**config.mk**
```make
export PLATFORM = sky130hd
export DESIGN_NAME = audio_system
export DESIGN_NICKNAME = d
export VERILOG_FILES = /design/src/hdl/audio_pkg.sv /design/src/hdl/channel_regs.sv /design/src/hdl/sample_fetch.sv /design/src/hdl/channel_mixer.sv /design/src/hdl/i2s_transmitter.sv /design/src/hdl/audio_system.sv
export VERILOG_INCLUDE_DIRS = /design/src /design/src/hdl
export SDC_FILE = /design/constraint.sdc
export NUM_CORES = 2
export LEC_CHECK = 0
export BUFFER_PORTS_ARGS = -buffer_cell sky130_fd_sc_hd__buf_2
export CAP_MARGIN = 20
export CORE_UTILIZATION = 50
export CTS_CLUSTER_DIAMETER = 80
export CTS_CLUSTER_SIZE = 10
export DETAILED_ROUTE_END_ITERATION = 10
export HOLD_SLACK_MARGIN = 0.02
export PLACE_DENSITY_LB_ADDON = 0.12
export SETUP_SLACK_MARGIN = 0.1
export SYNTH_ARGS = -nofsm -noshare
export SYNTH_HDL_FRONTEND = slang
export SYNTH_HIERARCHICAL = 1
export SYNTH_SLANG_ARGS = --single-unit
```
**constraint.sdc**
```tcl
create_clock -name clk -period 6.5 [get_ports clk]
set_input_delay 1.3 -clock clk [delete_from_list [all_inputs] [get_ports clk]]
set_output_delay 1.3 -clock clk [all_outputs]
set_load 0.005 [all_outputs]
```
**src/hdl/audio_defs.svh**
```systemverilog
`ifndef AUDIO_DEFS_SVH
`define AUDIO_DEFS_SVH

// number of playback channels walked per frame.
`define AUDIO_CHANNELS 4

// sample word address into external memory.
`define AUDIO_ADDR_WIDTH 20

// clk cycles per half bit clock; 32 bit clocks make one frame.
`define AUDIO_BCLK_HALF 2

// bits per PCM sample word.
`define AUDIO_SAMPLE_WIDTH 16

`endif

```
**src/hdl/audio_pkg.sv**
```systemverilog
`default_nettype none

package audio_pkg;

`include "audio_defs.svh"

    typedef logic signed [`AUDIO_SAMPLE_WIDTH-1:0] sample_t;
    typedef logic signed [`AUDIO_SAMPLE_WIDTH:0]   scaled_t;   // sample after volume.
    typedef logic [`AUDIO_ADDR_WIDTH-1:0]          addr_t;
    typedef logic [$clog2(`AUDIO_CHANNELS)-1:0]    chan_t;
    typedef logic [7:0]                            volume_t;

    typedef enum logic [3:0] {
        set_start_address    = 4'd1,
        set_sample_count     = 4'd2,
        set_loop_start       = 4'd3,
        set_loop_end         = 4'd4,
        set_current_position = 4'd5,
        set_volume           = 4'd7,   // 6 was the old last-sample slot.
        set_is_looping       = 4'd8,
        set_is_playing       = 4'd9,
        set_is_mono          = 4'd10,
        set_is_right         = 4'd11
    } reg_sel_t;

    typedef enum logic [1:0] {
        idle,
        request,
        wait_data,
        update
    } fetch_state_t;

    typedef struct packed {
        logic        valid;
        chan_t       channel;
        reg_sel_t    select;
        logic [31:0] data;
    } reg_write_t;

    typedef struct packed {
        addr_t   start_address;
        addr_t   sample_count;
        addr_t   loop_start;
        addr_t   loop_end;
        addr_t   position;
        volume_t volume;
        logic    is_looping;
        logic    is_playing;
        logic    is_mono;
        logic    is_right;
    } channel_cfg_t;

    typedef struct packed {
        logic  valid;
        chan_t channel;
        addr_t position;
        logic  stop;
    } position_update_t;

    typedef struct packed {
        logic    valid;
        scaled_t sample;
        logic    to_left;
        logic    to_right;
    } mix_sample_t;

    typedef struct packed {
        sample_t left;
        sample_t right;
    } stereo_t;

endpackage

`default_nettype wire

```
**src/hdl/channel_regs.sv**
```systemverilog
`timescale 1ns/1ps
`default_nettype none

`include "audio_defs.svh"

module channel_regs import audio_pkg::*; (
    input  logic                                    clk,
    input  logic                                    rst,
    input  reg_write_t                              ctrl_write,
    input  position_update_t                        pos_update,
    output channel_cfg_t [`AUDIO_CHANNELS-1:0]      cfg
);

    chan_t   wr_ch;
    addr_t   wr_addr;
    volume_t wr_volume;
    logic    wr_flag;
    logic    write_hit;

    assign wr_ch     = ctrl_write.channel;
    assign wr_addr   = ctrl_write.data[`AUDIO_ADDR_WIDTH-1:0];
    assign wr_volume = ctrl_write.data[7:0];
    assign wr_flag   = ctrl_write.data[0];

    // a host write to the same channel overrides the sequencer.
    assign write_hit = ctrl_write.valid && (ctrl_write.channel == pos_update.channel);

    always_ff @(posedge clk) begin
        if (!rst) begin
            cfg <= '0;   // all channels stopped, volume zero.
        end else begin
            if (pos_update.valid && !write_hit) begin
                cfg[pos_update.channel].position <= pos_update.position;
                if (pos_update.stop) begin
                    cfg[pos_update.channel].is_playing <= 1'b0;   // end of sample.
                end
            end
            if (ctrl_write.valid) begin
                case (ctrl_write.select)
                    set_start_address: begin
                        cfg[wr_ch].start_address <= wr_addr;
                    end
                    set_sample_count: begin
                        cfg[wr_ch].sample_count <= wr_addr;
                    end
                    set_loop_start: begin
                        cfg[wr_ch].loop_start <= wr_addr;
                    end
                    set_loop_end: begin
                        cfg[wr_ch].loop_end <= wr_addr;
                    end
                    set_current_position: begin
                        cfg[wr_ch].position <= wr_addr;
                    end
                    set_volume: begin
                        cfg[wr_ch].volume <= wr_volume;
                    end
                    set_is_looping: begin
                        cfg[wr_ch].is_looping <= wr_flag;
                    end
                    set_is_playing: begin
                        cfg[wr_ch].is_playing <= wr_flag;
                    end
                    set_is_mono: begin
                        cfg[wr_ch].is_mono <= wr_flag;
                    end
                    set_is_right: begin
                        cfg[wr_ch].is_right <= wr_flag;
                    end
                    default: begin
                        // unused selects are ignored
                    end
                endcase
            end
        end
    end

endmodule

`default_nettype wire

```
**src/hdl/sample_fetch.sv**
```systemverilog
`timescale 1ns/1ps
`default_nettype none

`include "audio_defs.svh"

module sample_fetch import audio_pkg::*; (
    input  logic                                clk,
    input  logic                                rst,
    input  logic                                frame_start,
    input  channel_cfg_t [`AUDIO_CHANNELS-1:0]  cfg,
    output addr_t                               araddr,
    output logic                                arvalid,
    input  logic                                arready,
    input  sample_t                             rdata,
    input  logic                                rvalid,
    output logic                                rready,
    output mix_sample_t                         mix,
    output logic                                mix_done,
    output position_update_t                    pos_update
);

    fetch_state_t state;
    chan_t        ch;
    channel_cfg_t cur;
    addr_t        next_pos;
    logic         at_end;
    logic signed [`AUDIO_SAMPLE_WIDTH+8:0] product;

    assign cur     = cfg[ch];
    assign product = rdata * $signed({1'b0, cur.volume});   // unsigned gain.

    // position rule applied after each read.
    always_comb begin
        next_pos = cur.position + addr_t'(1);
        at_end   = 1'b0;
        if (cur.is_looping && (cur.position == cur.loop_end)) begin
            next_pos = cur.loop_start;
        end else if (cur.position == (cur.sample_count - addr_t'(1))) begin
            next_pos = cur.position;
            at_end   = 1'b1;
        end
    end

    always_ff @(posedge clk) begin
        if (!rst) begin
            state      <= idle;
            ch         <= '0;
            araddr     <= '0;
            arvalid    <= 1'b0;
            rready     <= 1'b0;
            mix        <= '0;
            mix_done   <= 1'b0;
            pos_update <= '0;
        end else begin
            mix.valid        <= 1'b0;
            pos_update.valid <= 1'b0;
            mix_done         <= 1'b0;
            case (state)
                idle: begin
                    if (frame_start) begin
                        ch    <= '0;
                        state <= request;
                    end
                end
                request: begin
                    if (arvalid) begin
                        if (arready) begin
                            arvalid <= 1'b0;
                            rready  <= 1'b1;
                            state   <= wait_data;
                        end
                    end else if (cur.is_playing) begin
                        arvalid <= 1'b1;
                        araddr  <= cur.start_address + cur.position;
                    end else begin
                        state <= update;   // stopped channel, no read.
                    end
                end
                wait_data: begin
                    if (rvalid) begin
                        rready              <= 1'b0;
                        mix.valid           <= 1'b1;
                        mix.sample          <= product[`AUDIO_SAMPLE_WIDTH+8:8];
                        mix.to_left         <= cur.is_mono || !cur.is_right;
                        mix.to_right        <= cur.is_mono || cur.is_right;
                        pos_update.valid    <= 1'b1;
                        pos_update.channel  <= ch;
                        pos_update.position <= next_pos;
                        pos_update.stop     <= at_end;
                        state               <= update;
                    end
                end
                update: begin
                    if (ch == chan_t'(`AUDIO_CHANNELS - 1)) begin
                        mix_done <= 1'b1;   // one cycle after the last sample.
                        state    <= idle;
                    end else begin
                        ch    <= ch + chan_t'(1);
                        state <= request;
                    end
                end
                default: begin
                    state <= idle;
                end
            endcase
        end
    end

    // address must be held until the slave accepts it.
    ar_hold: assert property (@(posedge clk) disable iff (!rst)
        arvalid && !arready |=> arvalid && $stable(araddr));

endmodule

`default_nettype wire

```
**src/hdl/channel_mixer.sv**
```systemverilog
`timescale 1ns/1ps
`default_nettype none

`include "audio_defs.svh"

module channel_mixer import audio_pkg::*; (
    input  logic        clk,
    input  logic        rst,
    input  logic        frame_start,
    input  mix_sample_t mix,
    input  logic        mix_done,
    output stereo_t     mix_out
);

    localparam int acc_w = `AUDIO_SAMPLE_WIDTH + 4;   // headroom for every channel.

    typedef logic signed [acc_w-1:0] acc_t;

    localparam acc_t sat_max = acc_t'((1 <<< (`AUDIO_SAMPLE_WIDTH - 1)) - 1);
    localparam acc_t sat_min = -sat_max - acc_t'(1);

    acc_t acc_left;
    acc_t acc_right;
    logic mix_pending;

    function automatic sample_t saturate(input acc_t sum);
        if (sum > sat_max) begin
            return sample_t'(sat_max);
        end else if (sum < sat_min) begin
            return sample_t'(sat_min);
        end
        return sample_t'(sum);
    endfunction

    always_ff @(posedge clk) begin
        if (frame_start) begin
            acc_left  <= '0;
            acc_right <= '0;
        end else if (mix.valid) begin
            if (mix.to_left) begin
                acc_left <= acc_left + acc_t'(mix.sample);
            end
            if (mix.to_right) begin
                acc_right <= acc_right + acc_t'(mix.sample);
            end
        end
    end

    always_ff @(posedge clk) begin
        if (!rst) begin
            mix_out     <= '0;   // silence.
            mix_pending <= 1'b0;
        end else begin
            if (mix_done) begin
                mix_out.left  <= saturate(acc_left);
                mix_out.right <= saturate(acc_right);
            end
            if (frame_start) begin
                mix_pending <= 1'b1;
            end else if (mix_done) begin
                mix_pending <= 1'b0;
            end
        end
    end

    // the fetch walk of one frame has to end before the next frame begins.
    walk_in_frame: assert property (@(posedge clk) disable iff (!rst)
        frame_start |-> !mix_pending || mix_done);

endmodule

`default_nettype wire

```
**src/hdl/i2s_transmitter.sv**
```systemverilog
`timescale 1ns/1ps
`default_nettype none

`include "audio_defs.svh"

module i2s_transmitter import audio_pkg::*; (
    input  logic    clk,
    input  logic    rst,
    input  stereo_t mix_out,
    output logic    frame_start,
    output logic    audio_bclk,
    output logic    audio_lrclk,
    output logic    audio_dout
);

    localparam int frame_bits = 2 * `AUDIO_SAMPLE_WIDTH;
    localparam int slot_w     = $clog2(frame_bits);
    localparam int cnt_w      = $clog2(`AUDIO_BCLK_HALF + 1);

    logic [cnt_w-1:0]      div_cnt;
    logic [slot_w-1:0]     slot;
    logic [slot_w-1:0]     next_slot;
    logic [frame_bits-1:0] shifter;
    logic                  half_tick;
    logic                  fall_tick;

    assign half_tick = (div_cnt == cnt_w'(`AUDIO_BCLK_HALF - 1));
    assign fall_tick = half_tick && audio_bclk;   // bclk about to go low.
    assign next_slot = slot + slot_w'(1);

    always_ff @(posedge clk) begin
        if (!rst) begin
            div_cnt     <= '0;
            slot        <= '1;   // first falling edge opens slot 0.
            shifter     <= '0;
            frame_start <= 1'b0;
            audio_bclk  <= 1'b0;
            audio_lrclk <= 1'b0;
            audio_dout  <= 1'b0;
        end else begin
            frame_start <= 1'b0;
            if (half_tick) begin
                div_cnt    <= '0;
                audio_bclk <= ~audio_bclk;
            end else begin
                div_cnt <= div_cnt + cnt_w'(1);
            end
            if (fall_tick) begin
                slot <= next_slot;
                // word select leads the data by one bit.
                audio_lrclk <= (next_slot >= slot_w'(`AUDIO_SAMPLE_WIDTH - 1)) &&
                               (next_slot <= slot_w'(frame_bits - 2));
                if (next_slot == '0) begin
                    audio_dout  <= mix_out.left[`AUDIO_SAMPLE_WIDTH-1];
                    shifter     <= {mix_out.left[`AUDIO_SAMPLE_WIDTH-2:0],
                                    mix_out.right, 1'b0};
                    frame_start <= 1'b1;
                end else begin
                    audio_dout <= shifter[frame_bits-1];   // msb first.
                    shifter    <= {shifter[frame_bits-2:0], 1'b0};
                end
            end
        end
    end

endmodule

`default_nettype wire

```
**src/hdl/audio_system.sv**
```systemverilog
`timescale 1ns/1ps
`default_nettype none

`include "audio_defs.svh"

module audio_system import audio_pkg::*; (
    input  logic       clk,
    input  logic       rst,
    input  reg_write_t ctrl_write,
    output addr_t      araddr,
    output logic       arvalid,
    input  logic       arready,
    input  sample_t    rdata,
    input  logic       rvalid,
    output logic       rready,
    output logic       audio_bclk,
    output logic       audio_lrclk,
    output logic       audio_dout
);

    channel_cfg_t [`AUDIO_CHANNELS-1:0] cfg;
    position_update_t                   pos_update;
    mix_sample_t                        mix;
    logic                               mix_done;
    logic                               frame_start;
    stereo_t                            mix_out;

    channel_regs u_regs (
        .clk        (clk),
        .rst        (rst),
        .ctrl_write (ctrl_write),
        .pos_update (pos_update),
        .cfg        (cfg)
    );

    sample_fetch u_fetch (
        .clk         (clk),
        .rst         (rst),
        .frame_start (frame_start),
        .cfg         (cfg),
        .araddr      (araddr),
        .arvalid     (arvalid),
        .arready     (arready),
        .rdata       (rdata),
        .rvalid      (rvalid),
        .rready      (rready),
        .mix         (mix),
        .mix_done    (mix_done),
        .pos_update  (pos_update)
    );

    channel_mixer u_mixer (
        .clk         (clk),
        .rst         (rst),
        .frame_start (frame_start),
        .mix         (mix),
        .mix_done    (mix_done),
        .mix_out     (mix_out)
    );

    i2s_transmitter u_i2s (
        .clk         (clk),
        .rst         (rst),
        .mix_out     (mix_out),
        .frame_start (frame_start),
        .audio_bclk  (audio_bclk),
        .audio_lrclk (audio_lrclk),
        .audio_dout  (audio_dout)
    );

endmodule

`default_nettype wire

```
==> impl_results.md <==
- Synth Flop Type: dfxtp_1
- Worst-path clk slew: around 0.060 ns
- GR Util All Layers: 0.274
- Synth Register Bits: approximately 630
- DR WL/cell: about 20 µm
- Die area: between 0.07 and 0.08 mm²
- Max Cap Viol: 0
- Fmax: between 150 and 200 MHz
- Die span in x: ~270 µm
- CTS resizes: 0
- Yosys top cell area share: 0.358
- Most used cell, CP: fa_1
- H-Tree Depth: 3
- Status: finished, final reports clean
- Row Count: between 90 and 100
- EDFF count, synth: 0
- Syn Inst Count: between 4000 and 5000
- CP Cell Sequence: mux4_2, and2_1, fa_1, fa_1, inv_1, fa_1, inv_1, fa_1, ha_1, nand4b_1, o41ai_2, a21oi_2, o31a_1, o311a_1, o21ai_2, nand2_1, xor2_1, a211oi_1
- Postcts setup bufs: 0
- Fin Clk Skew: about 0.030 ns
- Clock tree from TritonCTS: done
- Die Height: roughly 270 µm
- Post-synth ARST share: 0
- Post-Syn Area per Cell: around 8.8 µm²
- CP Launch Point: u_fetch/ch[0]
- Crit path kind: reg -> reg
- Vias per cell: approximately 5.8
- Largest cells by area after synthesis: dfxtp_1 (36%), nand2_1 (7.6%), a21oi_1 (6.7%)
- Synthesized Nets: between 4000 and 5000
- Vias in the first global route: 26900
- Port Buffer Count: 71
- Critical Path RT: around 7 ns
- Synth-to-Final Area Change: 7.14%
- Vias: ~28000
- Iteration-0 DRC Markers: between 2000 and 2500
- Initial antenna violation count: 0
- Nets: between 4000 and 5000
- Drt total wl: 98.0 mm
- Sum Neg Setup Slack: 0 ns
- GRT overflow: 0
- Clk root buf: clkbuf_16
- CP Max Fanout: 16
- Crit path capture: u_fetch/mix[15]
- IO Pins: 84
- Psw: ~2 mW
- Clock group share of total power: 0.450
- Actual slew at the worst max-slew pin: between 1 and 1.5 ns
- Final setup vio count: 0
- Sequential share of power: 0.486
- Unrepaired setup endpoints after global routing: no
- Flop-to-flop setup slack: roughly 0.57 ns
- Max-slew violation count: 0
- Final core occ: 0.541
- Sw Share: 0.245
- Initial DRT Pass Iterations: 5
- CTS sink cnt: between 600 and 700
- Hold WS: around 0.42 ns
- Crit path launch type: flip-flop
- Initial Utilization: 0.505
- Largest net degree at the start of global routing: roughly 170
- Crit path DAT: about 6.4 ns
- Worst setup EP type: flip-flop
- Remaining DRCs: 0
- Longest Clk Path Bufs: 3
- Share of layout cells above drive strength 1: 0.0963
- Seq/Total Area, Yosys: 0.358
- Slowest CP cell: mux4_2
- Clk_lat worst skew: around 0.63 ns
- Dpl hpwl: around 62 mm
- Ys Warns: 6
- Final ANT Viol Nets: 0
- Pleak: between 15 and 20 nW
- Placeable Area: roughly 0.07 mm²
- Gpl congestion: between 0.8 and 0.9
- Global-route wire length before repair: roughly 150 mm
- Worst hold path class: reg -> reg
- Area of the mapped netlist: approximately 0.035 mm²
- Crit path time final: 5.93 ns
- Combinational share of power: 0.064
- Synth area leader: dfxtp_1
- Worst VDD drop: approximately 0.24 mV
- Worst r2r path cells: 18
- TritonCTS buffer count: 73
- Inserted Diodes: 0
- Distinct cell type count after synthesis: between 90 and 100
- Pint: slightly above 6 mW
- CTS hold repair buffers: 0
- Reg2reg start: u_fetch/ch[0]
- Final cycle utilization of the critical path: 0.912
- P per Cell Area: between 200 and 250 mW/mm²
- Count of final hold-check violations: 0
- Relative slew slack: 0.233
- CP max stage delay: around 0.72 ns
- RR Endpoint: u_fetch/mix[15]
cells in the final DEF, fill, tap and decap left out, drive strengths merged, types with 112 or more instances in the layout:
| cell | count |
|---|---|
| mux2i | 225 |
| nand2 | 717 |
| dfxtp | 632 |
| inv | 184 |
| o21ai | 211 |
| buf | 112 |
| mux4 | 114 |
| nor2 | 237 |
| a21oi | 495 |
| ha | 115 |
layer usage:
metal  up-vias  global-route usage  part of all wire
li1      13600                   -                 -
met1     13500               0.343              0.42
met2       660               0.469              0.49
met3       189              0.0404             0.047
met4         0               0.120             0.044
met5         -                   0                 0
cells in the mapped netlist (20+ instances only):
| cell type | count |
|---|---|
| a31oi_1 | 36 |
| nor4_1 | 23 |
| o21ai_0 | 197 |
| and3_1 | 20 |
| nor2b_1 | 25 |
| xor2_1 | 47 |
| ha_1 | 115 |
| a21oi_2 | 22 |
| nand2_1 | 717 |
| fa_1 | 104 |
| xnor2_1 | 62 |
| mux4_2 | 103 |
| mux2i_1 | 225 |
| nor2_1 | 236 |
| clkbuf_1 | 197 |
| nand3_1 | 103 |
| a21oi_1 | 471 |
| dfxtp_1 | 632 |
| nor3_1 | 43 |
| and2_1 | 82 |
| inv_1 | 180 |
| nand4_1 | 24 |
| a21o_1 | 30 |
| buf_2 | 66 |
stage by stage:
step	total power, mW	setup slack (ns)	cell area [µm²]	std cells
floorplan	4.39	0.110	35400	4038
global placement	4.54	0.307	35900	4781
detailed placement	4.55	0.269	35900	4781
CTS	8.20	0.514	37900	4865
global route	8.39	0.261	37900	4866
finish	8.11	0.572	37900	4866
final cells by class:
class                      instances  area, µm²
timing repair buffer             113        729
tap                              940       1180
sequential                       632      12700
clock inverter                     5       80.1
multi-input combinational       2915      20700
clock buffer                      79       1910
inverter                         182        691
fill                            6576      32100
power groups by stage:
stage                     clock, mW  sequential [mW]  combinational [mW]
final                          3.65             3.94               0.522
after global routing           3.87             3.95               0.571
after CTS                      3.73             3.94               0.522
after detailed placement          0             4.03               0.520
after global placement            0             4.03               0.518
after floorplan                   0             4.02               0.376
flip-flops by register name, indices dropped and copies added (netlist names), 2 cells and up:
name	flops
u_i2s/div_cnt	2
u_mixer/acc_left	20
u_i2s/slot	5
u_mixer/mix_out	32
u_fetch/ch	2
u_regs/cfg	448
u_fetch/araddr	20
u_fetch/mix	20
u_mixer/acc_right	20
u_fetch/state	2
u_fetch/pos_update	23
u_i2s/shifter	31
worst min path at each step:
stage,start,endpoint,cells after the start
5_1_grt,u_i2s/div_cnt[0],u_i2s/div_cnt[0],1
6_report,u_i2s/div_cnt[0],u_i2s/div_cnt[0],1
3_5_place_dp,u_i2s/div_cnt[0],u_i2s/div_cnt[0],1
3_3_place_gp,u_i2s/div_cnt[0],u_i2s/div_cnt[0],1
2_1_floorplan,u_i2s/div_cnt[0],u_i2s/div_cnt[0],1
4_1_cts,u_i2s/div_cnt[0],u_i2s/div_cnt[0],1
logic make-up (layout without fill, tap and decap cells):
group                    count (synthesis)  count (layout)  synth area share
buffers and inverters                  491             379            0.0600
adder cells (fa/ha/maj)                219             219            0.0995
AO/OA/AOI/OAI                          890             890             0.145
XOR/XNOR                               109             109            0.0270
flip-flops                             632             632             0.358
AND/OR/NAND/NOR                       1358            1358             0.174
multiplexers                           339             339             0.137
critical path: cells and delay by family, from the launching register on:
kind,cells,cell delay [ns]
AO/OA/AOI/OAI,6,1.70
XOR/XNOR,1,0.15
adder cells (fa/ha/maj),5,2.19
buffers and inverters,2,0.11
flip-flops,1,0.47
multiplexers,1,0.72
AND/OR/NAND/NOR,3,0.46
No activity file was read; power rests on OpenSTA's default activity.
